### src/common/usi_config.svh
`ifndef USI_CONFIG_SVH
`define USI_CONFIG_SVH

// Block map codes
`define GPIO_MAP        8'h01
`define PWM_MAP         8'h02

// GPIO register offsets
`define GPIO_LED_OFS    8'd0
`define GPIO_IN_OFS     8'd1

// PWM register offsets
`define PWM_PERIOD_OFS  8'd0
`define PWM_DUTY_OFS    8'd1
`define PWM_ENABLE_OFS  8'd2
`define PWM_COUNT_OFS   8'd3

// Defaults written at boot
`define BOOT_PERIOD     32'd16
`define BOOT_DUTY       32'd4
`define BOOT_LED        32'h15

// Port and counter widths
`define PWM_WIDTH       16
`define LED_WIDTH       5
`define GPIO_IN_WIDTH   4

`endif

### src/common/usiPkg.sv
//--------------------------------------------------------------------------
// USI bus types
//--------------------------------------------------------------------------
package usiPkg;

	// Bus address, upper byte is block code, lower byte is register offset
	typedef logic [15:0] usiAdrsT;

	// Bus data word
	typedef logic [31:0] usiDataT;

	// Block map code
	typedef logic [7:0] blockCodeT;

	// Boot sequencer states
	typedef enum logic [2:0]
	{
		BootIdle,
		BootPeriod,
		BootDuty,
		BootLed,
		BootDone
	} bootStateT;

	// Block code from the address upper byte
	function automatic blockCodeT blockOf(input usiAdrsT adrs);
		return adrs[15:8];
	endfunction

	// Register offset from the address lower byte
	function automatic logic [7:0] ofsOf(input usiAdrsT adrs);
		return adrs[7:0];
	endfunction

endpackage

### src/pwm/pwmTimer.sv
`timescale 1ns/1ps
`include "usi_config.svh"

module pwmTimer
(
	input  logic                   sysClk,
	input  logic                   rstN,
	input  logic [`PWM_WIDTH-1:0]  period,
	input  logic                   enable,
	output logic [`PWM_WIDTH-1:0]  count,
	output logic                   periodEnd
);

	logic run;
	logic last;

	// Zero period counts as stopped
	assign run  = enable && (period != '0);

	// Also catches a count left above a shrunk period
	assign last = (count >= period - 1'b1);

	//--------------------------------------------------------------------------
	// Period counter
	//--------------------------------------------------------------------------
	always_ff @(posedge sysClk or negedge rstN)
	begin
		if (!rstN)
		begin
			count <= '0;
		end
		else if (!run)
		begin
			count <= '0;
		end
		else if (last)
		begin
			// Reload
			count <= '0;
		end
		else
		begin
			count <= count + 1'b1;
		end
	end

	// Pulse on the final count of each period
	assign periodEnd = run && last;

endmodule

### src/pwm/pwmBlock.sv
`timescale 1ns/1ps
`include "usi_config.svh"

module pwmBlock
(
	input  logic             sysClk,
	input  logic             rstN,
	input  usiPkg::usiDataT  sWd,
	input  usiPkg::usiAdrsT  sAdrs,
	input  logic             sWCke,
	input  logic             sREn,
	output usiPkg::usiDataT  sRd,
	output logic             sREd,
	output logic             pwmOut
);

	import usiPkg::*;

	logic                  hit;
	logic [`PWM_WIDTH-1:0] period;
	logic [`PWM_WIDTH-1:0] duty;
	logic                  enable;
	logic [`PWM_WIDTH-1:0] count;
	logic                  periodEnd;
	usiDataT               doneCnt;
	usiDataT               rdData;

	assign hit = (blockOf(sAdrs) == `PWM_MAP);

	//--------------------------------------------------------------------------
	// Register file
	//--------------------------------------------------------------------------
	always_ff @(posedge sysClk or negedge rstN)
	begin
		if (!rstN)
		begin
			period  <= '0;
			duty    <= '0;
			enable  <= 1'b0;
			doneCnt <= '0;
			sREd    <= 1'b0;
		end
		else
		begin
			if (sWCke && hit)
			begin
				case (ofsOf(sAdrs))
					`PWM_PERIOD_OFS: period <= sWd[`PWM_WIDTH-1:0];
					`PWM_DUTY_OFS:   duty   <= sWd[`PWM_WIDTH-1:0];
					`PWM_ENABLE_OFS: enable <= sWd[0];
					default:         enable <= enable;
				endcase
			end
			// Completed periods, wraps naturally
			if (periodEnd)
			begin
				doneCnt <= doneCnt + 1'b1;
			end
			sREd <= sREn && hit;
		end
	end

	// Read data latch
	always_ff @(posedge sysClk)
	begin
		if (sREn && hit)
		begin
			case (ofsOf(sAdrs))
				`PWM_PERIOD_OFS: rdData <= usiDataT'(period);
				`PWM_DUTY_OFS:   rdData <= usiDataT'(duty);
				`PWM_ENABLE_OFS: rdData <= usiDataT'(enable);
				`PWM_COUNT_OFS:  rdData <= doneCnt;
				default:         rdData <= '0;
			endcase
		end
	end

	assign sRd = sREd ? rdData : '0;

	//--------------------------------------------------------------------------
	// Timer and duty compare
	//--------------------------------------------------------------------------
	pwmTimer pwmTimer_i
	(
		.sysClk    (sysClk),
		.rstN      (rstN),
		.period    (period),
		.enable    (enable),
		.count     (count),
		.periodEnd (periodEnd)
	);

	// High for the first duty counts of each period
	assign pwmOut = enable && (period != '0) && (count < duty);

endmodule

### src/source/gpioBlock.sv
`timescale 1ns/1ps
`include "usi_config.svh"

module gpioBlock
(
	input  logic                       sysClk,
	input  logic                       rstN,
	input  usiPkg::usiDataT            sWd,
	input  usiPkg::usiAdrsT            sAdrs,
	input  logic                       sWCke,
	input  logic                       sREn,
	output usiPkg::usiDataT            sRd,
	output logic                       sREd,
	input  logic [`GPIO_IN_WIDTH-1:0]  gpioIn,
	output logic [`LED_WIDTH-1:0]      led
);

	import usiPkg::*;

	logic                      hit;
	logic [`GPIO_IN_WIDTH-1:0] inMeta;
	logic [`GPIO_IN_WIDTH-1:0] inSync;
	usiDataT                   rdData;

	// Addressed by block code only
	assign hit = (blockOf(sAdrs) == `GPIO_MAP);

	//--------------------------------------------------------------------------
	// LED register and input sync
	//--------------------------------------------------------------------------
	always_ff @(posedge sysClk or negedge rstN)
	begin
		if (!rstN)
		begin
			led    <= '0;
			inMeta <= '0;
			inSync <= '0;
		end
		else
		begin
			// Two flops for async pins
			inMeta <= gpioIn;
			inSync <= inMeta;
			if (sWCke && hit && (ofsOf(sAdrs) == `GPIO_LED_OFS))
			begin
				led <= sWd[`LED_WIDTH-1:0];
			end
		end
	end

	//--------------------------------------------------------------------------
	// Read response
	//--------------------------------------------------------------------------
	always_ff @(posedge sysClk or negedge rstN)
	begin
		if (!rstN)
		begin
			sREd <= 1'b0;
		end
		else
		begin
			sREd <= sREn && hit;
		end
	end

	// Read data latch
	always_ff @(posedge sysClk)
	begin
		if (sREn && hit)
		begin
			case (ofsOf(sAdrs))
				`GPIO_LED_OFS: rdData <= usiDataT'(led);
				`GPIO_IN_OFS:  rdData <= usiDataT'(inSync);
				default:       rdData <= '0;
			endcase
		end
	end

	// Zero when idle for the fabric OR merge
	assign sRd = sREd ? rdData : '0;

endmodule

### src/source/bootSequencer.sv
`timescale 1ns/1ps
`include "usi_config.svh"

module bootSequencer
(
	input  logic             sysClk,
	input  logic             rstN,
	output usiPkg::usiDataT  wd,
	output usiPkg::usiAdrsT  adrs,
	output logic             wEd,
	output logic             done
);

	import usiPkg::*;

	bootStateT state;
	bootStateT nextState;

	//--------------------------------------------------------------------------
	// State register
	//--------------------------------------------------------------------------
	always_ff @(posedge sysClk or negedge rstN)
	begin
		if (!rstN)
		begin
			state <= BootIdle;
		end
		else
		begin
			state <= nextState;
		end
	end

	// One write per state, then park in BootDone
	always_comb
	begin
		unique case (state)
			BootIdle:   nextState = BootPeriod;
			BootPeriod: nextState = BootDuty;
			BootDuty:   nextState = BootLed;
			BootLed:    nextState = BootDone;
			default:    nextState = BootDone;
		endcase
	end

	//--------------------------------------------------------------------------
	// Write strobes decoded from state
	//--------------------------------------------------------------------------
	always_comb
	begin
		wd   = '0;
		adrs = '0;
		wEd  = 1'b0;
		unique case (state)
			BootPeriod:
			begin
				// Backlight period
				wd   = `BOOT_PERIOD;
				adrs = {`PWM_MAP, `PWM_PERIOD_OFS};
				wEd  = 1'b1;
			end
			BootDuty:
			begin
				// Backlight duty, enable left off for the host
				wd   = `BOOT_DUTY;
				adrs = {`PWM_MAP, `PWM_DUTY_OFS};
				wEd  = 1'b1;
			end
			BootLed:
			begin
				// Power-on LED pattern
				wd   = `BOOT_LED;
				adrs = {`GPIO_MAP, `GPIO_LED_OFS};
				wEd  = 1'b1;
			end
			default:
			begin
				wEd = 1'b0;
			end
		endcase
	end

	// Bus handed to host from here on
	assign done = (state == BootDone);

endmodule

### src/source/usiFabric.sv
`timescale 1ns/1ps
`include "usi_config.svh"

module usiFabric
(
	input  logic             sysClk,
	input  logic             rstN,
	// Boot master
	input  usiPkg::usiDataT  bootWd,
	input  usiPkg::usiAdrsT  bootAdrs,
	input  logic             bootWEd,
	input  logic             bootDone,
	// Host master
	input  usiPkg::usiDataT  hostWd,
	input  usiPkg::usiAdrsT  hostAdrs,
	input  logic             hostWEd,
	input  logic             hostREn,
	output usiPkg::usiDataT  hostRd,
	output logic             hostREd,
	// Slave broadcast
	output usiPkg::usiDataT  sWd,
	output usiPkg::usiAdrsT  sAdrs,
	output logic             sWCke,
	output logic             sREn,
	// Slave returns
	input  usiPkg::usiDataT  gpioRd,
	input  logic             gpioREd,
	input  usiPkg::usiDataT  pwmRd,
	input  logic             pwmREd
);

	import usiPkg::*;

	blockCodeT reqBlock;
	logic      mapped;
	logic      missREd;

	//--------------------------------------------------------------------------
	// Master select
	//--------------------------------------------------------------------------
	// Boot sequencer holds the bus until done, like a monopoly select
	always_comb
	begin
		if (bootDone)
		begin
			sWd   = hostWd;
			sAdrs = hostAdrs;
			sWCke = hostWEd;
			// Reads only come from the host
			sREn  = hostREn;
		end
		else
		begin
			sWd   = bootWd;
			sAdrs = bootAdrs;
			sWCke = bootWEd;
			// Host strobes dropped during boot
			sREn  = 1'b0;
		end
	end

	//--------------------------------------------------------------------------
	// Block decode
	//--------------------------------------------------------------------------
	assign reqBlock = blockOf(sAdrs);
	assign mapped   = (reqBlock == `GPIO_MAP) || (reqBlock == `PWM_MAP);

	// Unmapped read still gets a valid one cycle later
	always_ff @(posedge sysClk or negedge rstN)
	begin
		if (!rstN)
		begin
			missREd <= 1'b0;
		end
		else
		begin
			missREd <= sREn && !mapped;
		end
	end

	//--------------------------------------------------------------------------
	// Read return
	//--------------------------------------------------------------------------
	// Idle slaves drive zero, so OR merge is enough
	assign hostRd  = gpioRd | pwmRd;
	assign hostREd = gpioREd | pwmREd | missREd;

endmodule

### src/source/processer.sv
`timescale 1ns/1ps
`include "usi_config.svh"

module processer
(
	input  logic                       sysClk,
	input  logic                       rstN,
	// Host port
	input  usiPkg::usiDataT            hostWd,
	input  usiPkg::usiAdrsT            hostAdrs,
	input  logic                       hostWEd,
	input  logic                       hostREn,
	output usiPkg::usiDataT            hostRd,
	output logic                       hostREd,
	output logic                       bootDone,
	// External pins
	input  logic [`GPIO_IN_WIDTH-1:0]  gpioIn,
	output logic [`LED_WIDTH-1:0]      led,
	output logic                       pwmOut
);

	import usiPkg::*;

	//--------------------------------------------------------------------------
	// Boot master
	//--------------------------------------------------------------------------
	usiDataT bootWd;
	usiAdrsT bootAdrs;
	logic    bootWEd;

	bootSequencer bootSequencer_i
	(
		.sysClk    (sysClk),
		.rstN      (rstN),
		.wd        (bootWd),
		.adrs      (bootAdrs),
		.wEd       (bootWEd),
		.done      (bootDone)
	);

	//--------------------------------------------------------------------------
	// Bus fabric
	//--------------------------------------------------------------------------
	// Broadcast to slaves
	usiDataT sWd;
	usiAdrsT sAdrs;
	logic    sWCke;
	logic    sREn;
	// Slave returns
	usiDataT gpioRd;
	logic    gpioREd;
	usiDataT pwmRd;
	logic    pwmREd;

	usiFabric usiFabric_i
	(
		.sysClk    (sysClk),
		.rstN      (rstN),
		.bootWd    (bootWd),
		.bootAdrs  (bootAdrs),
		.bootWEd   (bootWEd),
		.bootDone  (bootDone),
		.hostWd    (hostWd),
		.hostAdrs  (hostAdrs),
		.hostWEd   (hostWEd),
		.hostREn   (hostREn),
		.hostRd    (hostRd),
		.hostREd   (hostREd),
		.sWd       (sWd),
		.sAdrs     (sAdrs),
		.sWCke     (sWCke),
		.sREn      (sREn),
		.gpioRd    (gpioRd),
		.gpioREd   (gpioREd),
		.pwmRd     (pwmRd),
		.pwmREd    (pwmREd)
	);

	//--------------------------------------------------------------------------
	// Peripherals
	//--------------------------------------------------------------------------
	gpioBlock gpioBlock_i
	(
		.sysClk    (sysClk),
		.rstN      (rstN),
		.sWd       (sWd),
		.sAdrs     (sAdrs),
		.sWCke     (sWCke),
		.sREn      (sREn),
		.sRd       (gpioRd),
		.sREd      (gpioREd),
		.gpioIn    (gpioIn),
		.led       (led)
	);

	// Backlight PWM
	pwmBlock pwmBlock_i
	(
		.sysClk    (sysClk),
		.rstN      (rstN),
		.sWd       (sWd),
		.sAdrs     (sAdrs),
		.sWCke     (sWCke),
		.sREn      (sREn),
		.sRd       (pwmRd),
		.sREd      (pwmREd),
		.pwmOut    (pwmOut)
	);

endmodule

### config.mk
export PLATFORM = sky130hd
export DESIGN_NAME = processer
export DESIGN_NICKNAME = d
export VERILOG_FILES = /design/src/common/usiPkg.sv /design/src/pwm/pwmTimer.sv /design/src/pwm/pwmBlock.sv /design/src/source/gpioBlock.sv /design/src/source/bootSequencer.sv /design/src/source/usiFabric.sv /design/src/source/processer.sv
export VERILOG_INCLUDE_DIRS = /design/src /design/src/common
export SDC_FILE = /design/constraint.sdc
export NUM_CORES = 1
export LEC_CHECK = 0
export BUFFER_PORTS_ARGS = -buffer_cell sky130_fd_sc_hd__buf_2
export CAP_MARGIN = 20
export CORE_AREA = 2 2 167 153
export CTS_CLUSTER_SIZE = 20
export DETAILED_ROUTE_END_ITERATION = 10
export DIE_AREA = 0 0 169 155
export GPL_TIMING_DRIVEN = 1
export PLACE_DENSITY_LB_ADDON = 0.15
export SLEW_MARGIN = 20
export SYNTH_ARGS = -nofsm -noshare
export SYNTH_HDL_FRONTEND = slang
export SYNTH_SLANG_ARGS = --single-unit
### constraint.sdc
create_clock -name sysClk -period 9 [get_ports sysClk]
set_input_delay 0.45 -clock sysClk [delete_from_list [all_inputs] [get_ports sysClk]]
set_output_delay 0.45 -clock sysClk [all_outputs]
set_load 0.01 [all_outputs]
## Word level (Yosys, flattened, before mapping)

Cells that the tools add are included.

| operators by class | value |
|---|---|
| add/sub/neg operators | 3 |
| $lt $le $gt $ge | 2 |
| eq/ne operators | 9 |
| multiplexer cells | 14 |
| bitwise operators | 3 |
| reduce and logical (&&, ||, !) cells | 18 |

Operators with widths:

| operator | count |
|---|---|
| 32-bit one-hot mux with 4 select lines | 1 |
| 16-bit 2-to-1 mux | 4 |
| 32-bit 2-to-1 mux | 2 |
| 32-bit by 1-bit adder with 32-bit output (second input constant) | 1 |
| 32-bit bitwise OR | 1 |
| 10-bit one-hot mux with 3 select lines | 1 |
| 8-bit by 2-bit equality test with 1-bit output (second input constant) | 3 |
| 16-bit by 1-bit adder with 16-bit output (second input constant) | 1 |
| 8-bit by 1-bit equality test with 1-bit output (second input constant) | 2 |
| 16-bit >= comparator | 1 |
| 16-bit < comparator | 1 |
| 16-bit nonzero test | 1 |
| 16-bit by 1-bit subtractor with 16-bit output (second input constant) | 1 |
| 5-bit one-hot mux with 3 select lines | 1 |
| 5-bit one-hot mux with 2 select lines | 1 |
| 1-bit logical AND | 9 |
| 3-bit one-hot mux with 3 select lines | 1 |
| 8-bit logical NOT | 1 |
| 3-bit by 2-bit equality test with 1-bit output (second input constant) | 2 |
| 2-bit AND reduction | 3 |
| 3-bit by 1-bit equality test with 1-bit output (second input constant) | 1 |
| 3-bit equality test (second input constant) | 1 |
| 3-bit logical NOT | 1 |
| 1-bit 2-to-1 mux | 3 |
| 4 further kinds | 5 |

| word-level totals | value |
|---|---|
| register bits | 164 |
| input port bits | 56 |
| output and inout bits | 40 |
| logic and storage cells | 63 |

## Depth between registers and ports, before layout

| logic depth | value |
|---|---|
| depth in word-level cells | 7 |
| gate-level depth with buffers | 16 |
| mapped depth without buffers | 15 |

## Hierarchy

A second synthesis with hierarchy kept.

| second synthesis, totals | value |
|---|---|
| cell total of the unflattened synthesis | 793 |
| area total of the unflattened synthesis | 8475.6 um^2 |

By module, submodules not included:

| module | times used | cells an instance | area each (um^2) | seq. area each (um^2) |
|---|---|---|---|---|
| pwmBlock | 1 | 415 | 4864.7 | 2612.5 |
| pwmTimer | 1 | 153 | 1367.6 | 400.4 |
| gpioBlock | 1 | 73 | 924.6 | 500.5 |
| usiFabric | 1 | 93 | 845.8 | 25.0 |
| bootSequencer | 1 | 59 | 473.0 | 75.1 |

## Least setup slack after synthesis

OpenSTA, ideal clock, no wires.

| path | value |
|---|---|
| path type | reg-to-reg |
| from | reg pwmBlock_i.period[0] |
| to | reg pwmBlock_i.doneCnt[27] |
| library setup time | 0.079 ns |
| data arrival time | 3.921 ns |
| required time | 8.921 ns |
| setup slack | 5.000 ns |
| stages on the path, launching flop included | 16 |
| buffers on the path | 0 |
| clock period less this slack | 4.000 ns |
| path through | dfrtp_1 -> inv_1 -> ha_1 -> or3b_1 -> or3_4 -> or3_4 -> nor2_1 -> xnor2_1 -> ha_1 -> nand4_1 -> a211oi_1 -> o21a_1 -> o31ai_1 -> a2111oi_2 -> nor4b_1 -> xor2_1 |

| on the way | value |
|---|---|
| longest elaborated chain between the ends | 3 |
| elaborated cells on any way between the ends | 5 |
| classes of those cells | add/sub (1); order compare (1); reduce/logical (3) |

Ends and longest elaborated chain:

| what | RTL line | RTL |
|---|---|---|
| from (decl) | pwmBlock.sv:20 | `` logic [`PWM_WIDTH-1:0] period; `` |
| from (signal assigned) | pwmBlock.sv:48 | `` `PWM_PERIOD_OFS: period <= sWd[`PWM_WIDTH-1:0]; `` |
| 16-bit by 1-bit subtractor with 16-bit output or 16-bit nonzero test (tied branches) | pwmTimer.sv:21, pwmTimer.sv:18 |  |
| 16-bit >= comparator or 1-bit logical AND (tied branches) | pwmTimer.sv:21, pwmTimer.sv:18 |  |
| 1-bit logical AND (*) | pwmTimer.sv:48 | `assign periodEnd = run && last;` |
| to (signal assigned) | pwmBlock.sv:57 | `doneCnt <= doneCnt + 1'b1;` |
| to (decl) | pwmBlock.sv:25 | `usiDataT doneCnt;` |

Every way passes the cells marked *; elsewhere a longest branch is shown, timed or not.
A chain may end at the register's enable or synchronous reset.

## Final worst setup path

Same ends and word-level chain as after synthesis.

==> flow_summary.toml <==
[die]
initial_core_util_pct = 28.4
die_h_um = 155
rows = 55
dieWidth_um = 169
dieArea_um2 = 26200
pin_count = 96
core_area_um2 = 24600

[synthesis]
synthFlopType = "dfrtp_1"
synthArstFlopShare_pct = 73.0
yosysMostFrequentCell = "dfrtp_1"
ys_seq_elements = 137
synth.cell_area_um2 = 6990
synth_mux_area_share_pct = 0.304
synth_nets = 779
synth_cells = 689
synthTopCellsByCount = "100 x dfrtp_1, 85 x nand2_1, 57 x o21ai_0, 40 x nor2_1"
synth_top_area_cell = "dfrtp_1"
synth_edf_count = 37
yosysWarnings = 0
synth_compound_area_share_pct = 10.5
synthSimpleGateAreaFrac_pct = 20.8
synthTopCellsByArea = "dfrtp_1 36%, edfxtp_1 16%, ha_1 6.1%"
synth_xor_area_share_pct = 7.51
synth.distinct_cells = 48
synth_top_area_share_pct = 35.8
yosys.area_share.adder_pct = 6.08
synth_seq_area_share_pct = 51.7
synth_top_family_by_area = "simple AND/OR/NAND/NOR gates"
avgSynthCellArea_um2 = 10.2

[global_route]
grt.total_usage_pct = 13.6
antenna_found_initial = 0
grt-busiest-layer = "met2"
grt_pass1_wl_um = 28100
grt_max_degree = 68
grt_util_met3_pct = 2.54
overflow = 0
first_global_vias = 5202
gr-usage-met2_pct = 21.5
use_met1_pct = 18.9

[placement]
dpl-instance-area_um2 = 7700
place_ws_ps = 4190
place_inst = 1057
dp_hpwl_um = 12400
port_buffers = 79
place.gp.congestion = 0.805

[route]
post_drt_wl_per_cell_um = 15.7
ant_nets = 0
viasPerCell = 4.77
drt-pass1-iter-count = 5
drc = 0
dr_total_vias = 5203
drt_iter0_markers = 291
drt_wl_total_um = 17100

[run]
maxCapViolations = 0

[sta]
period_share_pct = 54.0
finalSetupViolations = 0
fmax_mhz = 206
fin_crit_ps = 4860
rsz0062_at_grt = "false"
hold_viol = 0
hold_slack_ps = 141
setup_ws_ps = 4140
setup_tns_ps = 0
tightest_slew_ps = 1110
max-slew-margin-rel_pct = 25.8
maxSlewViolCount = 0
skew_ps = 7.91

[cts]
post_cts_resized = 0
cts_made_buffers = 17
insertion_delay_ps = 420
post_cts_buffers = 0
ctsLongestPathBuffers = 2
cts-root-buf = "clkbuf_16"
cts-hold-fix-buffers = 1
cts_sinks = 137
cts_tree = "built"
htree_num_levels = 4
clkTransAtPathRegs_ps = 60

[layout]
syn_to_final_growth_pct = 18.7
insertedDiodeCount = 0
final_cells = 1090
final_nets = 854
final_layout_size_suffix_gt1_share_pct = 16.6
utilization_pct = 33.7
design_area_um2 = 8300

[setup_path]
crit_arrival_ps = 5200
crit_path_max_fanout = 9
critPathKind = "flop to flop"
crit_path_start_kind = "flop"
critical_path_required_ps = 9340
ff2ff_setup_slack_ps = 4140
crit_path_end_kind = "flop"

[power_and_ir_drop]
max-vdd-ir-drop_mv = 0.0690
leakage_nw = 3.73
p_per_area_nw_per_um2 = 163
power.total_mw = 1.35

[outcome]
status = "completed"

[worst_hold_path]
hold_path.class = "input pin to flop"
==> kinds of logic after synthesis <==
group,after synthesis
adders and majority gates,34
DFF,137
AOI/OAI and AO/OA,119
muxes,2
buffers and inverters,53
xor gates and xnor gates,60
and+or+nand+nor,284
==> cell usage in the layout (no fill, tap or decap), drive strengths merged, types with 5 or more instances in the layout <==
| master | instances |
|---|---|
| a21o | 5 |
| dfrtp | 100 |
| nor2b | 5 |
| o21ai | 59 |
| inv | 23 |
| a21oi | 20 |
| ha | 34 |
| edfxtp | 37 |
| nand3 | 40 |
| xnor2 | 39 |
| nand2 | 85 |
| clkinvlp | 5 |
| or3 | 5 |
| and2 | 32 |
| a22o | 5 |
| a22oi | 16 |
| and4 | 7 |
| and3 | 30 |
| nor3 | 9 |
| clkinv | 6 |
| nand4 | 18 |
| clkbuf | 18 |
| xor2 | 21 |
| nor2 | 40 |
| buf | 86 |
==> where the power goes <==
part,leakage [nW],total [mW],switching [mW],internal [mW]
clock,0.268,0.684,0.275,0.409
sequential,1.76,0.639,0.000666,0.639
combinational,1.70,0.0308,0.0207,0.0101
==> registers in the layout (all words and copies together) (netlist names), 3 cells and up <==
name / flops
bootSequencer_i.state: 3
gpioBlock_i.inMeta: 4
gpioBlock_i.inSync: 4
gpioBlock_i.led: 5
gpioBlock_i.rdData: 5
pwmBlock_i.doneCnt: 32
pwmBlock_i.duty: 16
pwmBlock_i.period: 16
pwmBlock_i.pwmTimer_i.count: 16
pwmBlock_i.rdData: 32
==> per-layer routing <==
metal,vias to the layer above,wire length (um)
met3,15,530
li1,2580,-
met2,89,7840
met1,2519,8500
met5,-,0
met4,0,216
==> final cells by class <==
type	count	area, um2
fill	2511	16300
sequential	137	3610
multi-input combinational	499	3170
timing repair buffer	87	460
clock buffer	18	429
tap	313	392
clock inverter	14	151
inverter	22	82.6
==> path summary, 6_finish.rpt <==
| check | from | endpoint | cells after the start |
|---|---|---|---|
| max in group asynchronous | rstN | pwmBlock_i.period[11] | 3 |
| min in group asynchronous | rstN | pwmBlock_i.sREd | 2 |
| worst max register to register | pwmBlock_i.period[0] | pwmBlock_i.doneCnt[27] | 15 |
| worst min-delay path | gpioIn[1] | gpioBlock_i.inMeta[1] | 1 |
| worst min register to register | gpioBlock_i.inMeta[1] | gpioBlock_i.inSync[1] | 0 |
| worst max-delay path | pwmBlock_i.period[0] | pwmBlock_i.doneCnt[27] | 15 |
==> critical path, cell delays in order (launching register included) <==
cell	delay, ps
dfrtp_1	410
inv_1	100
ha_1	170
or3b_1	390
or3_4	380
or3_4	410
nor2_1	140
xnor2_1	90
ha_1	320
nand4_1	150
a211oi_1	230
o21a_1	160
o31ai_1	200
a2111oi_2	1060
nor4b_1	400
xor2_1	170
Power figures use the tool's default switching activity.
